### src/common/fact_pkg.sv
package fact_pkg;

	// basic widths
	localparam int ADDR_W       = 8;                        // slave address width
	localparam int WORD_W       = 32;                       // bus word and factor width
	localparam int RESULT_WORDS = 4;                        // words per product
	localparam int PRODUCT_W    = WORD_W * RESULT_WORDS;    // 128 bit product

	// multiplier iteration count
	localparam int MUL_STEPS = WORD_W;                      // one factor bit per step
	localparam int STEP_W    = $clog2(MUL_STEPS);           // step counter width

	// index into the result words
	localparam int RESULT_IDX_W = $clog2(RESULT_WORDS);

	typedef logic [ADDR_W-1:0]    addr_t;                   // slave register address
	typedef logic [WORD_W-1:0]    word_t;                   // data word, factor value
	typedef logic [PRODUCT_W-1:0] product_t;                // factorial product mod 2^128

	// register map
	localparam addr_t ADDR_N          = 8'h00;              // N, read/write
	localparam addr_t ADDR_INT_ENABLE = 8'h01;              // interrupt enable, bit 0 used
	localparam addr_t ADDR_INT_FLAG   = 8'h02;              // completion flag, write 0 clears
	localparam addr_t ADDR_START      = 8'h03;              // start command, write only
	localparam addr_t ADDR_RESULT0    = 8'h04;              // result word 0, lsw first

	// engine sequencer states
	typedef enum logic [1:0] {
		ENG_IDLE,                                           // waiting for start
		ENG_MUL_START,                                      // pulse mul_start
		ENG_MUL_WAIT,                                       // wait for mul_done
		ENG_DONE                                            // product final
	} engine_state_t;

endpackage
### src/hw/fact_top.sv
`timescale 1ns/1ps

module fact_top (
	input  logic            clk,
	input  logic            reset_n,
	input  logic            sel,
	input  logic            wr,
	input  fact_pkg::addr_t address,
	input  fact_pkg::word_t din,
	output fact_pkg::word_t dout,
	output logic            interrupt
);
	import fact_pkg::*;

	logic     start;                                // regs to engine, one cycle
	word_t    n;                                    // current N register
	logic     done;                                 // engine to regs, one cycle
	product_t result;                               // valid with done

	// host register block
	fact_regs u_fact_regs (
		.clk       (clk),
		.reset_n   (reset_n),
		.sel       (sel),
		.wr        (wr),
		.address   (address),
		.din       (din),
		.done      (done),
		.result    (result),
		.dout      (dout),
		.interrupt (interrupt),
		.start     (start),
		.n         (n)
	);

	// factorial sequencer with its multiplier
	fact_engine u_fact_engine (
		.clk     (clk),
		.reset_n (reset_n),
		.start   (start),
		.n       (n),
		.done    (done),
		.result  (result)
	);

endmodule

### src/fact_engine/fact_engine.sv
`timescale 1ns/1ps

module fact_engine (
	input  logic               clk,
	input  logic               reset_n,
	input  logic               start,
	input  fact_pkg::word_t    n,
	output logic               done,
	output fact_pkg::product_t result
);
	import fact_pkg::*;

	engine_state_t state;

	product_t product_q;                            // running product
	word_t    factor_q;                             // descending factor

	logic     accept;                               // start taken this cycle
	logic     small_n;                              // n of 0 or 1
	logic     last_round;                           // current multiply is the final one
	logic     mul_start;
	logic     mul_done;
	product_t mul_product;

	assign accept     = (state == ENG_IDLE) && start;   // start ignored unless idle
	assign small_n    = (n <= word_t'(1));
	assign last_round = (factor_q <= word_t'(2));       // factor 1 only seen for n of 2
	assign mul_start  = (state == ENG_MUL_START);

	fact_multiplier u_fact_multiplier (
		.clk          (clk),
		.reset_n      (reset_n),
		.mul_start    (mul_start),
		.multiplicand (product_q),              // held until mul_done
		.factor       (factor_q),
		.mul_done     (mul_done),
		.mul_product  (mul_product)
	);

	// sequencer
	always_ff @(posedge clk or negedge reset_n) begin
		if (!reset_n) begin
			state <= ENG_IDLE;
		end else begin
			case (state)
				ENG_IDLE: begin
					if (accept)
						state <= small_n ? ENG_DONE : ENG_MUL_START;
				end
				ENG_MUL_START: begin
					state <= ENG_MUL_WAIT;          // mul_start pulses here
				end
				ENG_MUL_WAIT: begin
					if (mul_done)
						state <= last_round ? ENG_DONE : ENG_MUL_START;
				end
				ENG_DONE: begin
					state <= ENG_IDLE;
				end
				default: begin
					state <= ENG_IDLE;
				end
			endcase
		end
	end

	// done is registered, one cycle after ENG_DONE
	always_ff @(posedge clk or negedge reset_n) begin
		if (!reset_n)
			done <= 1'b0;
		else
			done <= (state == ENG_DONE);
	end

	// product and factor
	always_ff @(posedge clk) begin
		if (accept) begin
			if (small_n) begin
				product_q <= product_t'(1);         // 0! = 1! = 1
			end else begin
				product_q <= product_t'(n);         // seed with n
				factor_q  <= n - word_t'(1);
			end
		end else if ((state == ENG_MUL_WAIT) && mul_done) begin
			product_q <= mul_product;
			factor_q  <= factor_q - word_t'(1);
		end
	end

	assign result = product_q;                      // stable through the done cycle

endmodule

### src/fact_engine/fact_multiplier.sv
`timescale 1ns/1ps

module fact_multiplier (
	input  logic               clk,
	input  logic               reset_n,
	input  logic               mul_start,
	input  fact_pkg::product_t multiplicand,
	input  fact_pkg::word_t    factor,
	output logic               mul_done,
	output fact_pkg::product_t mul_product
);
	import fact_pkg::*;

	logic              busy;                        // multiply in progress
	logic [STEP_W-1:0] step_q;                      // factor bit being tested
	logic              last_step;

	product_t mcand_q;                              // shifted multiplicand
	word_t    mplier_q;                             // remaining factor bits, lsb next
	product_t acc_q;                                // partial product

	assign last_step = busy && (step_q == STEP_W'(MUL_STEPS - 1));

	// step control
	always_ff @(posedge clk or negedge reset_n) begin
		if (!reset_n) begin
			busy     <= 1'b0;
			step_q   <= '0;
			mul_done <= 1'b0;
		end else begin
			mul_done <= last_step;                  // single pulse after the last step
			if (mul_start) begin
				busy   <= 1'b1;
				step_q <= '0;
			end else if (busy) begin
				step_q <= step_q + STEP_W'(1);
				if (last_step)
					busy <= 1'b0;
			end
		end
	end

	// shift-add datapath
	always_ff @(posedge clk) begin
		if (mul_start) begin
			acc_q    <= '0;
			mcand_q  <= multiplicand;
			mplier_q <= factor;
		end else if (busy) begin
			if (mplier_q[0])
				acc_q <= acc_q + mcand_q;           // wraps mod 2^128
			mcand_q  <= mcand_q << 1;               // upper bits fall off
			mplier_q <= mplier_q >> 1;
		end
	end

	assign mul_product = acc_q;

endmodule

### src/hw/fact_regs.sv
`timescale 1ns/1ps

module fact_regs (
	input  logic               clk,
	input  logic               reset_n,
	input  logic               sel,
	input  logic               wr,
	input  fact_pkg::addr_t    address,
	input  fact_pkg::word_t    din,
	input  logic               done,
	input  fact_pkg::product_t result,
	output fact_pkg::word_t    dout,
	output logic               interrupt,
	output logic               start,
	output fact_pkg::word_t    n
);
	import fact_pkg::*;

	word_t n_q;                                     // N register
	word_t int_enable_q;                            // enable register, full word kept
	logic  flag_q;                                  // completion flag
	word_t result_q [RESULT_WORDS];                 // product words, lsw at index 0

	logic  wr_en;                                   // host write strobe
	logic  rd_en;                                   // host read strobe
	logic  is_result;                               // address hits a result word
	addr_t result_offset;
	logic [RESULT_IDX_W-1:0] result_idx;

	assign wr_en = sel && wr;
	assign rd_en = sel && !wr;

	assign is_result     = (address >= ADDR_RESULT0) &&
	                       (address < ADDR_RESULT0 + addr_t'(RESULT_WORDS));
	assign result_offset = address - ADDR_RESULT0;
	assign result_idx    = result_offset[RESULT_IDX_W-1:0];   // low bits select the word

	// host writable registers
	always_ff @(posedge clk or negedge reset_n) begin
		if (!reset_n) begin
			n_q          <= '0;
			int_enable_q <= '0;
		end else if (wr_en) begin
			if (address == ADDR_N)
				n_q <= din;                         // N read back as written
			if (address == ADDR_INT_ENABLE)
				int_enable_q <= din;
		end
	end

	// start command, one cycle after the write edge
	always_ff @(posedge clk or negedge reset_n) begin
		if (!reset_n)
			start <= 1'b0;
		else
			start <= wr_en && (address == ADDR_START) && din[0];
	end

	// completion flag
	always_ff @(posedge clk or negedge reset_n) begin
		if (!reset_n)
			flag_q <= 1'b0;
		else if (done)
			flag_q <= 1'b1;                         // done wins over a clear in the same cycle
		else if (wr_en && (address == ADDR_INT_FLAG) && (din == '0))
			flag_q <= 1'b0;                         // only an all-zero write clears
	end

	// capture product on done
	always_ff @(posedge clk or negedge reset_n) begin
		if (!reset_n) begin
			for (int i = 0; i < RESULT_WORDS; i++)
				result_q[i] <= '0;
		end else if (done) begin
			for (int i = 0; i < RESULT_WORDS; i++)
				result_q[i] <= result[i*WORD_W +: WORD_W];  // slice word i
		end
	end

	// combinational read mux
	always_comb begin
		dout = '0;                                  // idle or unmapped reads give 0
		if (rd_en) begin
			if (is_result) begin
				dout = result_q[result_idx];
			end else begin
				case (address)
					ADDR_N:          dout = n_q;
					ADDR_INT_ENABLE: dout = int_enable_q;
					ADDR_INT_FLAG:   dout = word_t'(flag_q);
					default:         dout = '0;     // start reg is write only
				endcase
			end
		end
	end

	assign interrupt = flag_q && int_enable_q[0];   // enable gates the flag
	assign n         = n_q;

endmodule

### config.mk
export PLATFORM = sky130hd
export DESIGN_NAME = fact_top
export DESIGN_NICKNAME = d
export VERILOG_FILES = /design/src/common/fact_pkg.sv /design/src/hw/fact_top.sv /design/src/fact_engine/fact_engine.sv /design/src/fact_engine/fact_multiplier.sv /design/src/hw/fact_regs.sv
export SDC_FILE = /design/constraint.sdc
export NUM_CORES = 1
export LEC_CHECK = 0
export BUFFER_PORTS_ARGS = -buffer_cell sky130_fd_sc_hd__buf_4
export CAP_MARGIN = 15
export CORE_UTILIZATION = 65
export DETAILED_ROUTE_END_ITERATION = 16
export HOLD_SLACK_MARGIN = 0.1
export PLACE_DENSITY = 0.92
export SLEW_MARGIN = 25
export SYNTH_ARGS = -nofsm -noshare
export SYNTH_HDL_FRONTEND = slang
export SYNTH_HIERARCHICAL = 1
export SYNTH_SLANG_ARGS = --single-unit
export TNS_END_PERCENT = 5
### constraint.sdc
create_clock -name clk -period 23.3 [get_ports clk]
set_input_delay 1.165 -clock clk [delete_from_list [all_inputs] [get_ports clk]]
set_output_delay 1.165 -clock clk [all_outputs]
set_load 0.05 [all_outputs]
# After elaboration in Yosys (flattened, before gate mapping)
# Index checks and enable logic that the tools add are counted.
dict set report totals {
  n_memories 0
  wordCells 90
  out_inout_bits 33
  in_bits 44
  latch_bits 0
  ram_bits 0
  romBits 0
  ff_bits 652
}
dict set report classes {
  eq_ne 10
  n_shift 0
  mux 28
  n_addsub 5
  reduce_logical 23
  magnitude_cmp 5
  div 0
  bitwise 1
  mul 0
}
# cell n
set ops {}
lappend ops {{$mux 128} 4}
lappend ops {{$mux 32} 10}
lappend ops {{$add 128x128->128} 1}
lappend ops {{$pmux 32 s3} 1}
lappend ops {{$bmux 32 s2} 1}
lappend ops {{$sub 32x1->32 const B} 2}
lappend ops {{$le 32x1->1 const B} 1}
lappend ops {{$le 32x2->1 const B} 1}
lappend ops {{$logic_not 32->1} 1}
lappend ops {{$eq 8x2->1 const B} 2}
lappend ops {{$logic_and 1x1->1} 11}
lappend ops {{$mux 5} 2}
lappend ops {{$reduce_and 2->1} 5}
lappend ops {{$eq 8x1->1 const B} 1}
lappend ops {{$ge 8x3->1 const B} 1}
lappend ops {{$logic_not 8->1} 1}
lappend ops {{$lt 8x4->1 const B} 1}
lappend ops {{$mux 2} 4}
lappend ops {{$pmux 2 s4} 1}
lappend ops {{$reduce_bool 2->1} 3}
lappend ops {{$add 5x1->5 const B} 1}
lappend ops {{$eq 5x5->1 const B} 1}
lappend ops {{$mux 1} 5}
lappend ops {{$eq 2x2->1 const B} 2}
lappend ops {{8 further kinds} 9}

# Depth between registers and ports, before layout
dict set report logic_depth {
  depth_word 7
  depth_mapped 15
  ltp_nobuf 14
}

# By module
# Netlist, hierarchy kept.
# mod instances area_each_um2 cells_each seq_area_each_um2
set modules_own_cells {}
lappend modules_own_cells {fact_multiplier 1 19732.7 2195 7542.2}
lappend modules_own_cells {fact_regs 1 8839.7 582 4854.7}
lappend modules_own_cells {fact_engine 1 7677.4 629 4879.7}

# Worst setup path after synthesis
# Ideal clock, no wire load.
dict set report synth_path {
  path_type {reg-to-reg}
  from {reg u_fact_engine.state[1]}
  to {reg u_fact_engine.product_q[0], in the netlist u_fact_engine/result[0], enable pin}
  setup_ns 0.657
  t_required_ns 22.643
  arrival_time_ns 6.749
  synth_period_minus_slack_ns 7.406
  path_buffers 0
  path_stages_with_launch 3
  setup_slack_ns 15.894
  path_cell_list {dfrtp_1 -> nand2b_1 -> a21oi_1}
}
dict set report synth_between {
  elab_chain_cells 3
  word_cells_on_any_way 5
  classes_between {1 x eq/ne; 4 x reduce/logical}
}
# item line_no
set synth_lines {}
lappend synth_lines {{start: declaration} fact_engine.sv:13} ;# engine_state_t state;
lappend synth_lines {{start signal: assignment} fact_engine.sv:48} ;# state <= small_n ? ENG_DONE : ENG_MUL_START;
lappend synth_lines {{start signal: assignment} fact_engine.sv:55} ;# state <= last_round ? ENG_DONE : ENG_MUL_START;
lappend synth_lines {{$eq 2x2->1 / $logic_not 2->1 (equally long branches)} {fact_engine.sv:84, fact_engine.sv:25}}
lappend synth_lines {{$logic_and 1x1->1 (on tied branches)} {fact_engine.sv:84, fact_engine.sv:25}}
lappend synth_lines {{$reduce_bool 2->1 (no line) *} n/a}
lappend synth_lines {{end signal: assignment} fact_engine.sv:79} ;# product_q <= product_t'(1);
lappend synth_lines {{end signal: assignment} fact_engine.sv:81} ;# product_q <= product_t'(n);
lappend synth_lines {{end signal: assignment} fact_engine.sv:85} ;# product_q <= mul_product;
lappend synth_lines {{end: declaration} fact_engine.sv:15} ;# product_t product_q;
# Every way passes the cells marked *; elsewhere a longest branch is shown, timed or not.
# A chain may end at the register's enable or synchronous reset.

# Worst setup path after layout
dict set report layout_path {
  from {in address[0]}
  to {out dout[14]}
}
dict set report layout_between {
  elab_chain_cells 7
  word_cells_on_any_way 14
  classes_between {1 x add/sub; 2 x order compare; 2 x eq/ne; 6 x mux; 1 x bitwise; 2 x reduce/logical}
}
# item line_no
set layout_lines {}
lappend layout_lines {{start: declaration} fact_top.sv:8} ;# input fact_pkg::addr_t address,
lappend layout_lines {{$sub 2x1->2} fact_regs.sv:35} ;# assign result_offset = address - ADDR_RESULT0;
lappend layout_lines {{$not 2->3 (not written as such)} fact_regs.sv:85} ;# dout = result_q[result_idx];
lappend layout_lines {{$bmux 32 s2} fact_regs.sv:85}
lappend layout_lines {{$mux 32 (not written as such) (2 in series)} fact_regs.sv:85}
lappend layout_lines {{$mux 32 *} fact_regs.sv:84} ;# if (is_result) begin
lappend layout_lines {{$mux 32 *} fact_regs.sv:83} ;# if (rd_en) begin
lappend layout_lines {{end: declaration} fact_top.sv:10} ;# output fact_pkg::word_t dout,
# Every way passes the cells marked *; elsewhere a longest branch is shown, timed or not. The select of a mux whose other input is x is not followed.

==> impl_metrics.csv <==
group,metric,value,unit
critical_path,cp_max_fo,53,
clock_tree,clk_latency,0.63,ns
run,cap_violations,0,
synth,syn_area_per_cell,10.6,um^2
timing,finalCriticalPeriod,4.69,ns
layout,nNetsFinal,3539,
critical_path,cp_common_cell,"buf_4",
grt,met3_usage,9.86,%
clock_tree,cts_max_level,3,
drt,antenna_left,0,
die,die_area,56700,um^2
die,num_rows,86,
power,total_power,3150,uW
grt,grt_antenna_before_repair,11,
critical_path,critPathLaunchType,"input port",
die,start_util,65.8,%
timing,rsz0062_at_grt,"no",
die,die_x,238,um
synth,ys_warn_count,6,
drt,drc,0,
synth,synth.largest_area_cell,"edfxtp_1",
layout,postLayoutCellArea,39300,um^2
layout,final_common_cell,"nand2_1",
synth,syn_inst,3406,
synth,yosysSeqAreaShare,47.7,%
placed_design,portBuffers,76,
synth,ys_types,92,
synth,ys_ff_latch,652,
timing,tightest_slew,1.10,ns
drt,num_vias,28700,
timing,skew,0.0258,ns
timing,fin_hold_ws,0.466,ns
critical_path,max_stage_delay,0.74,ns
outcome,status,"finished clean",
synth,async_reset_ff_share,31.3,%
die,io_pins,77,
clock_tree,postCtsHoldBufs,0,
placed_design,dp_hpwl,75400,um
grt,grt_max_degree,130,
synth,syn_area,36200,um^2
grt,met2_usage,57.8,%
critical_path,endpoint_kind,"output pin",
power,p_leak,0.0158,uW
layout,fin_util,71.3,%
clock_tree,cts_resized,0,
drt,first_iter_violations,3671,
critical_path,path_class,"input port to output pin",
min_path,worstHoldPathType,"flop to flop",
timing,setup_tns,0,ns
clock_tree,tritoncts,"done",
clock_tree,clock-root-buffer,"clkbuf_16",
clock_tree,clockBufferDepth,3,
critical_path,arrival,3.52,ns
synth,synthTopCellsByArea,"edfxtp_1, dfrtp_1, mux2_2",
grt,grt_overflow_total,0,
grt,use_met1,51.2,%
grt,grt_pass1_vias,27300,
drt,drt-total-wl,110000,um
grt,grt_use_total,38.5,%
placed_design,finalWeightedCongestion,1.00,
clock_tree,clock_sinks,652,
grt,grt_pass1_wl,165000,um
layout,final_cell_mix,"nand2_1, mux2_2, edfxtp_1",
power,powerDensity,80.3,nW/um^2
critical_path,required,22.14,ns
critical_path,path_cells,"buf_4 > buf_4 > mux4_2 > a22oi_1 > nor2_1 > buf_4",
timing,timing.fmax,213,MHz
synth,synthFlopType,"edfxtp_1",
critical_path,critPathSlowestCell,"buf_4",
die,core_area,55100,um^2
clock_tree,post-cts-setup-buffers,0,
power,vdd_ir_drop_max,0.0625,mV
synth,synth-edff-count,320,
timing,slew_headroom,26.6,%
synth,syn-num-nets,3584,
clock_tree,path_clk_slew,0.06,ns
layout,synthToLayoutAreaGrowth,8.41,%
synth,synth_top_area_share,26.5,%
drt,drt-wirelength-per-cell,26.3,um
timing,final-hold-violation-count,0,
layout,fillers,3678,
timing,period_share,20.1,%
layout,drive_gt1_share,19.4,%
drt,via_per_inst,6.90,
clock_tree,cts_buffers,68,
timing,final_max_slew_viol_count,0,
placed_design,placed_area,37000,um^2
timing,setup_viol,0,
die,die_y,238,um
grt,grt-busiest-layer,"met2",
drt,first_pass_iters,9,
[stage by stage]
stage | setup slack (ns) | instances
2_1_floorplan | 15.89 | 3406
3_3_place_gp | 18.78 | 4038
3_5_place_dp | 18.70 | 4038
4_1_cts | 18.64 | 4162
5_1_grt | 18.53 | 4163
6_report | 18.61 | 4166
[layout make-up]
| class | count | area, um^2 | share of cell area [%] |
|---|---|---|---|
| Antenna cell | 3 | 7.51 | 0.0191 |
| Clock buffer | 93 | 1920 | 4.88 |
| Sequential cell | 652 | 17300 | 44.0 |
| Tap cell | 748 | 936 | 2.38 |
| Inverter | 58 | 218 | 0.554 |
| Multi-Input combinational cell | 2483 | 17800 | 45.4 |
| Clock inverter | 31 | 332 | 0.844 |
| Timing Repair Buffer | 98 | 779 | 1.98 |
[layer usage]
layer | part of all wire, % | up-vias
li1 | - | 12300
met1 | 38 | 13900
met2 | 44 | 2097
met3 | 12 | 389
met4 | 6.1 | 6
met5 | 0.047 | -
[Yosys cell counts (all sizes together) (58+ instances only)]
| library cell | count |
|---|---|
| inv | 58 |
| dfrtp | 204 |
| and2 | 109 |
| nand2 | 431 |
| edfxtp | 320 |
| ha | 133 |
| xor2 | 92 |
| a21oi | 282 |
| dfxtp | 128 |
| nor2 | 194 |
| mux2 | 381 |
| buf | 63 |
| o21ai | 170 |
| xnor2 | 87 |
| clkbuf | 148 |
| nand4 | 92 |
[kinds of logic after synthesis]
logic type	count (synthesis)	synth area share [%]
simple gates	1026	13.6
compound gates	701	11.8
flops	652	47.7
mux	443	14.7
buf+inv	271	3.33
xor+xnor	179	4.32
fa+ha+maj	134	4.65
[path summary, 6_finish.rpt]
kind | from | to | slack [ns] | cells after the start
worst min-delay path | u_fact_engine/u_fact_multiplier/mul_product[64]$_SDFFE_PP0P_ | u_fact_engine/u_fact_multiplier/mul_product[64]$_SDFFE_PP0P_ | 0.47 | 2
worst min register to register | u_fact_engine/u_fact_multiplier/mul_product[64]$_SDFFE_PP0P_ | u_fact_engine/u_fact_multiplier/mul_product[64]$_SDFFE_PP0P_ | 0.47 | 2
worst max register to register | u_fact_engine/state[0]$_DFFE_PN0P_ | flop | 18.79 | 7
worst max-delay path | address[0] | dout[14] | 18.61 | 6
max in group asynchronous | reset_n | u_fact_regs/result_q[25]$_DFFE_PN0P_ | 21.30 | 3
min in group asynchronous | reset_n | u_fact_regs/start$_DFF_PN0_ | 0.50 | 1
[worst max-delay path: cells and delay by family]
| kind | cells | cell delay [ns] |
|---|---|---|
| AND/OR/NAND/NOR | 1 | 0.09 |
| AO/OA/AOI/OAI | 1 | 0.29 |
| buffers and inverters | 3 | 1.27 |
| multiplexers | 1 | 0.64 |
[where the power goes]
group | leakage, uW | internal (uW) | switching [uW]
Clock | 0.00110 | 639 | 478
Combinational | 0.00792 | 267 | 443
Sequential | 0.00680 | 1270 | 53.4
Total | 0.0158 | 2180 | 974
[flip-flops by register name, summed over array words and instances (netlist names)]
name	cells
u_fact_engine/done	1
u_fact_engine/state	2
u_fact_engine/u_fact_multiplier/mul_done	1
u_fact_engine/result	128
u_fact_regs/flag_q	1
u_fact_regs/start	1
u_fact_engine/factor_q	32
u_fact_regs/n	32
u_fact_engine/u_fact_multiplier/mplier_q	32
u_fact_regs/int_enable_q	32
u_fact_engine/u_fact_multiplier/mul_product	128
u_fact_engine/u_fact_multiplier/mcand_q	128
u_fact_engine/u_fact_multiplier/step_q	5
u_fact_regs/result_q	128
u_fact_engine/u_fact_multiplier/busy	1
No activity file was read; power rests on OpenSTA's default activity.
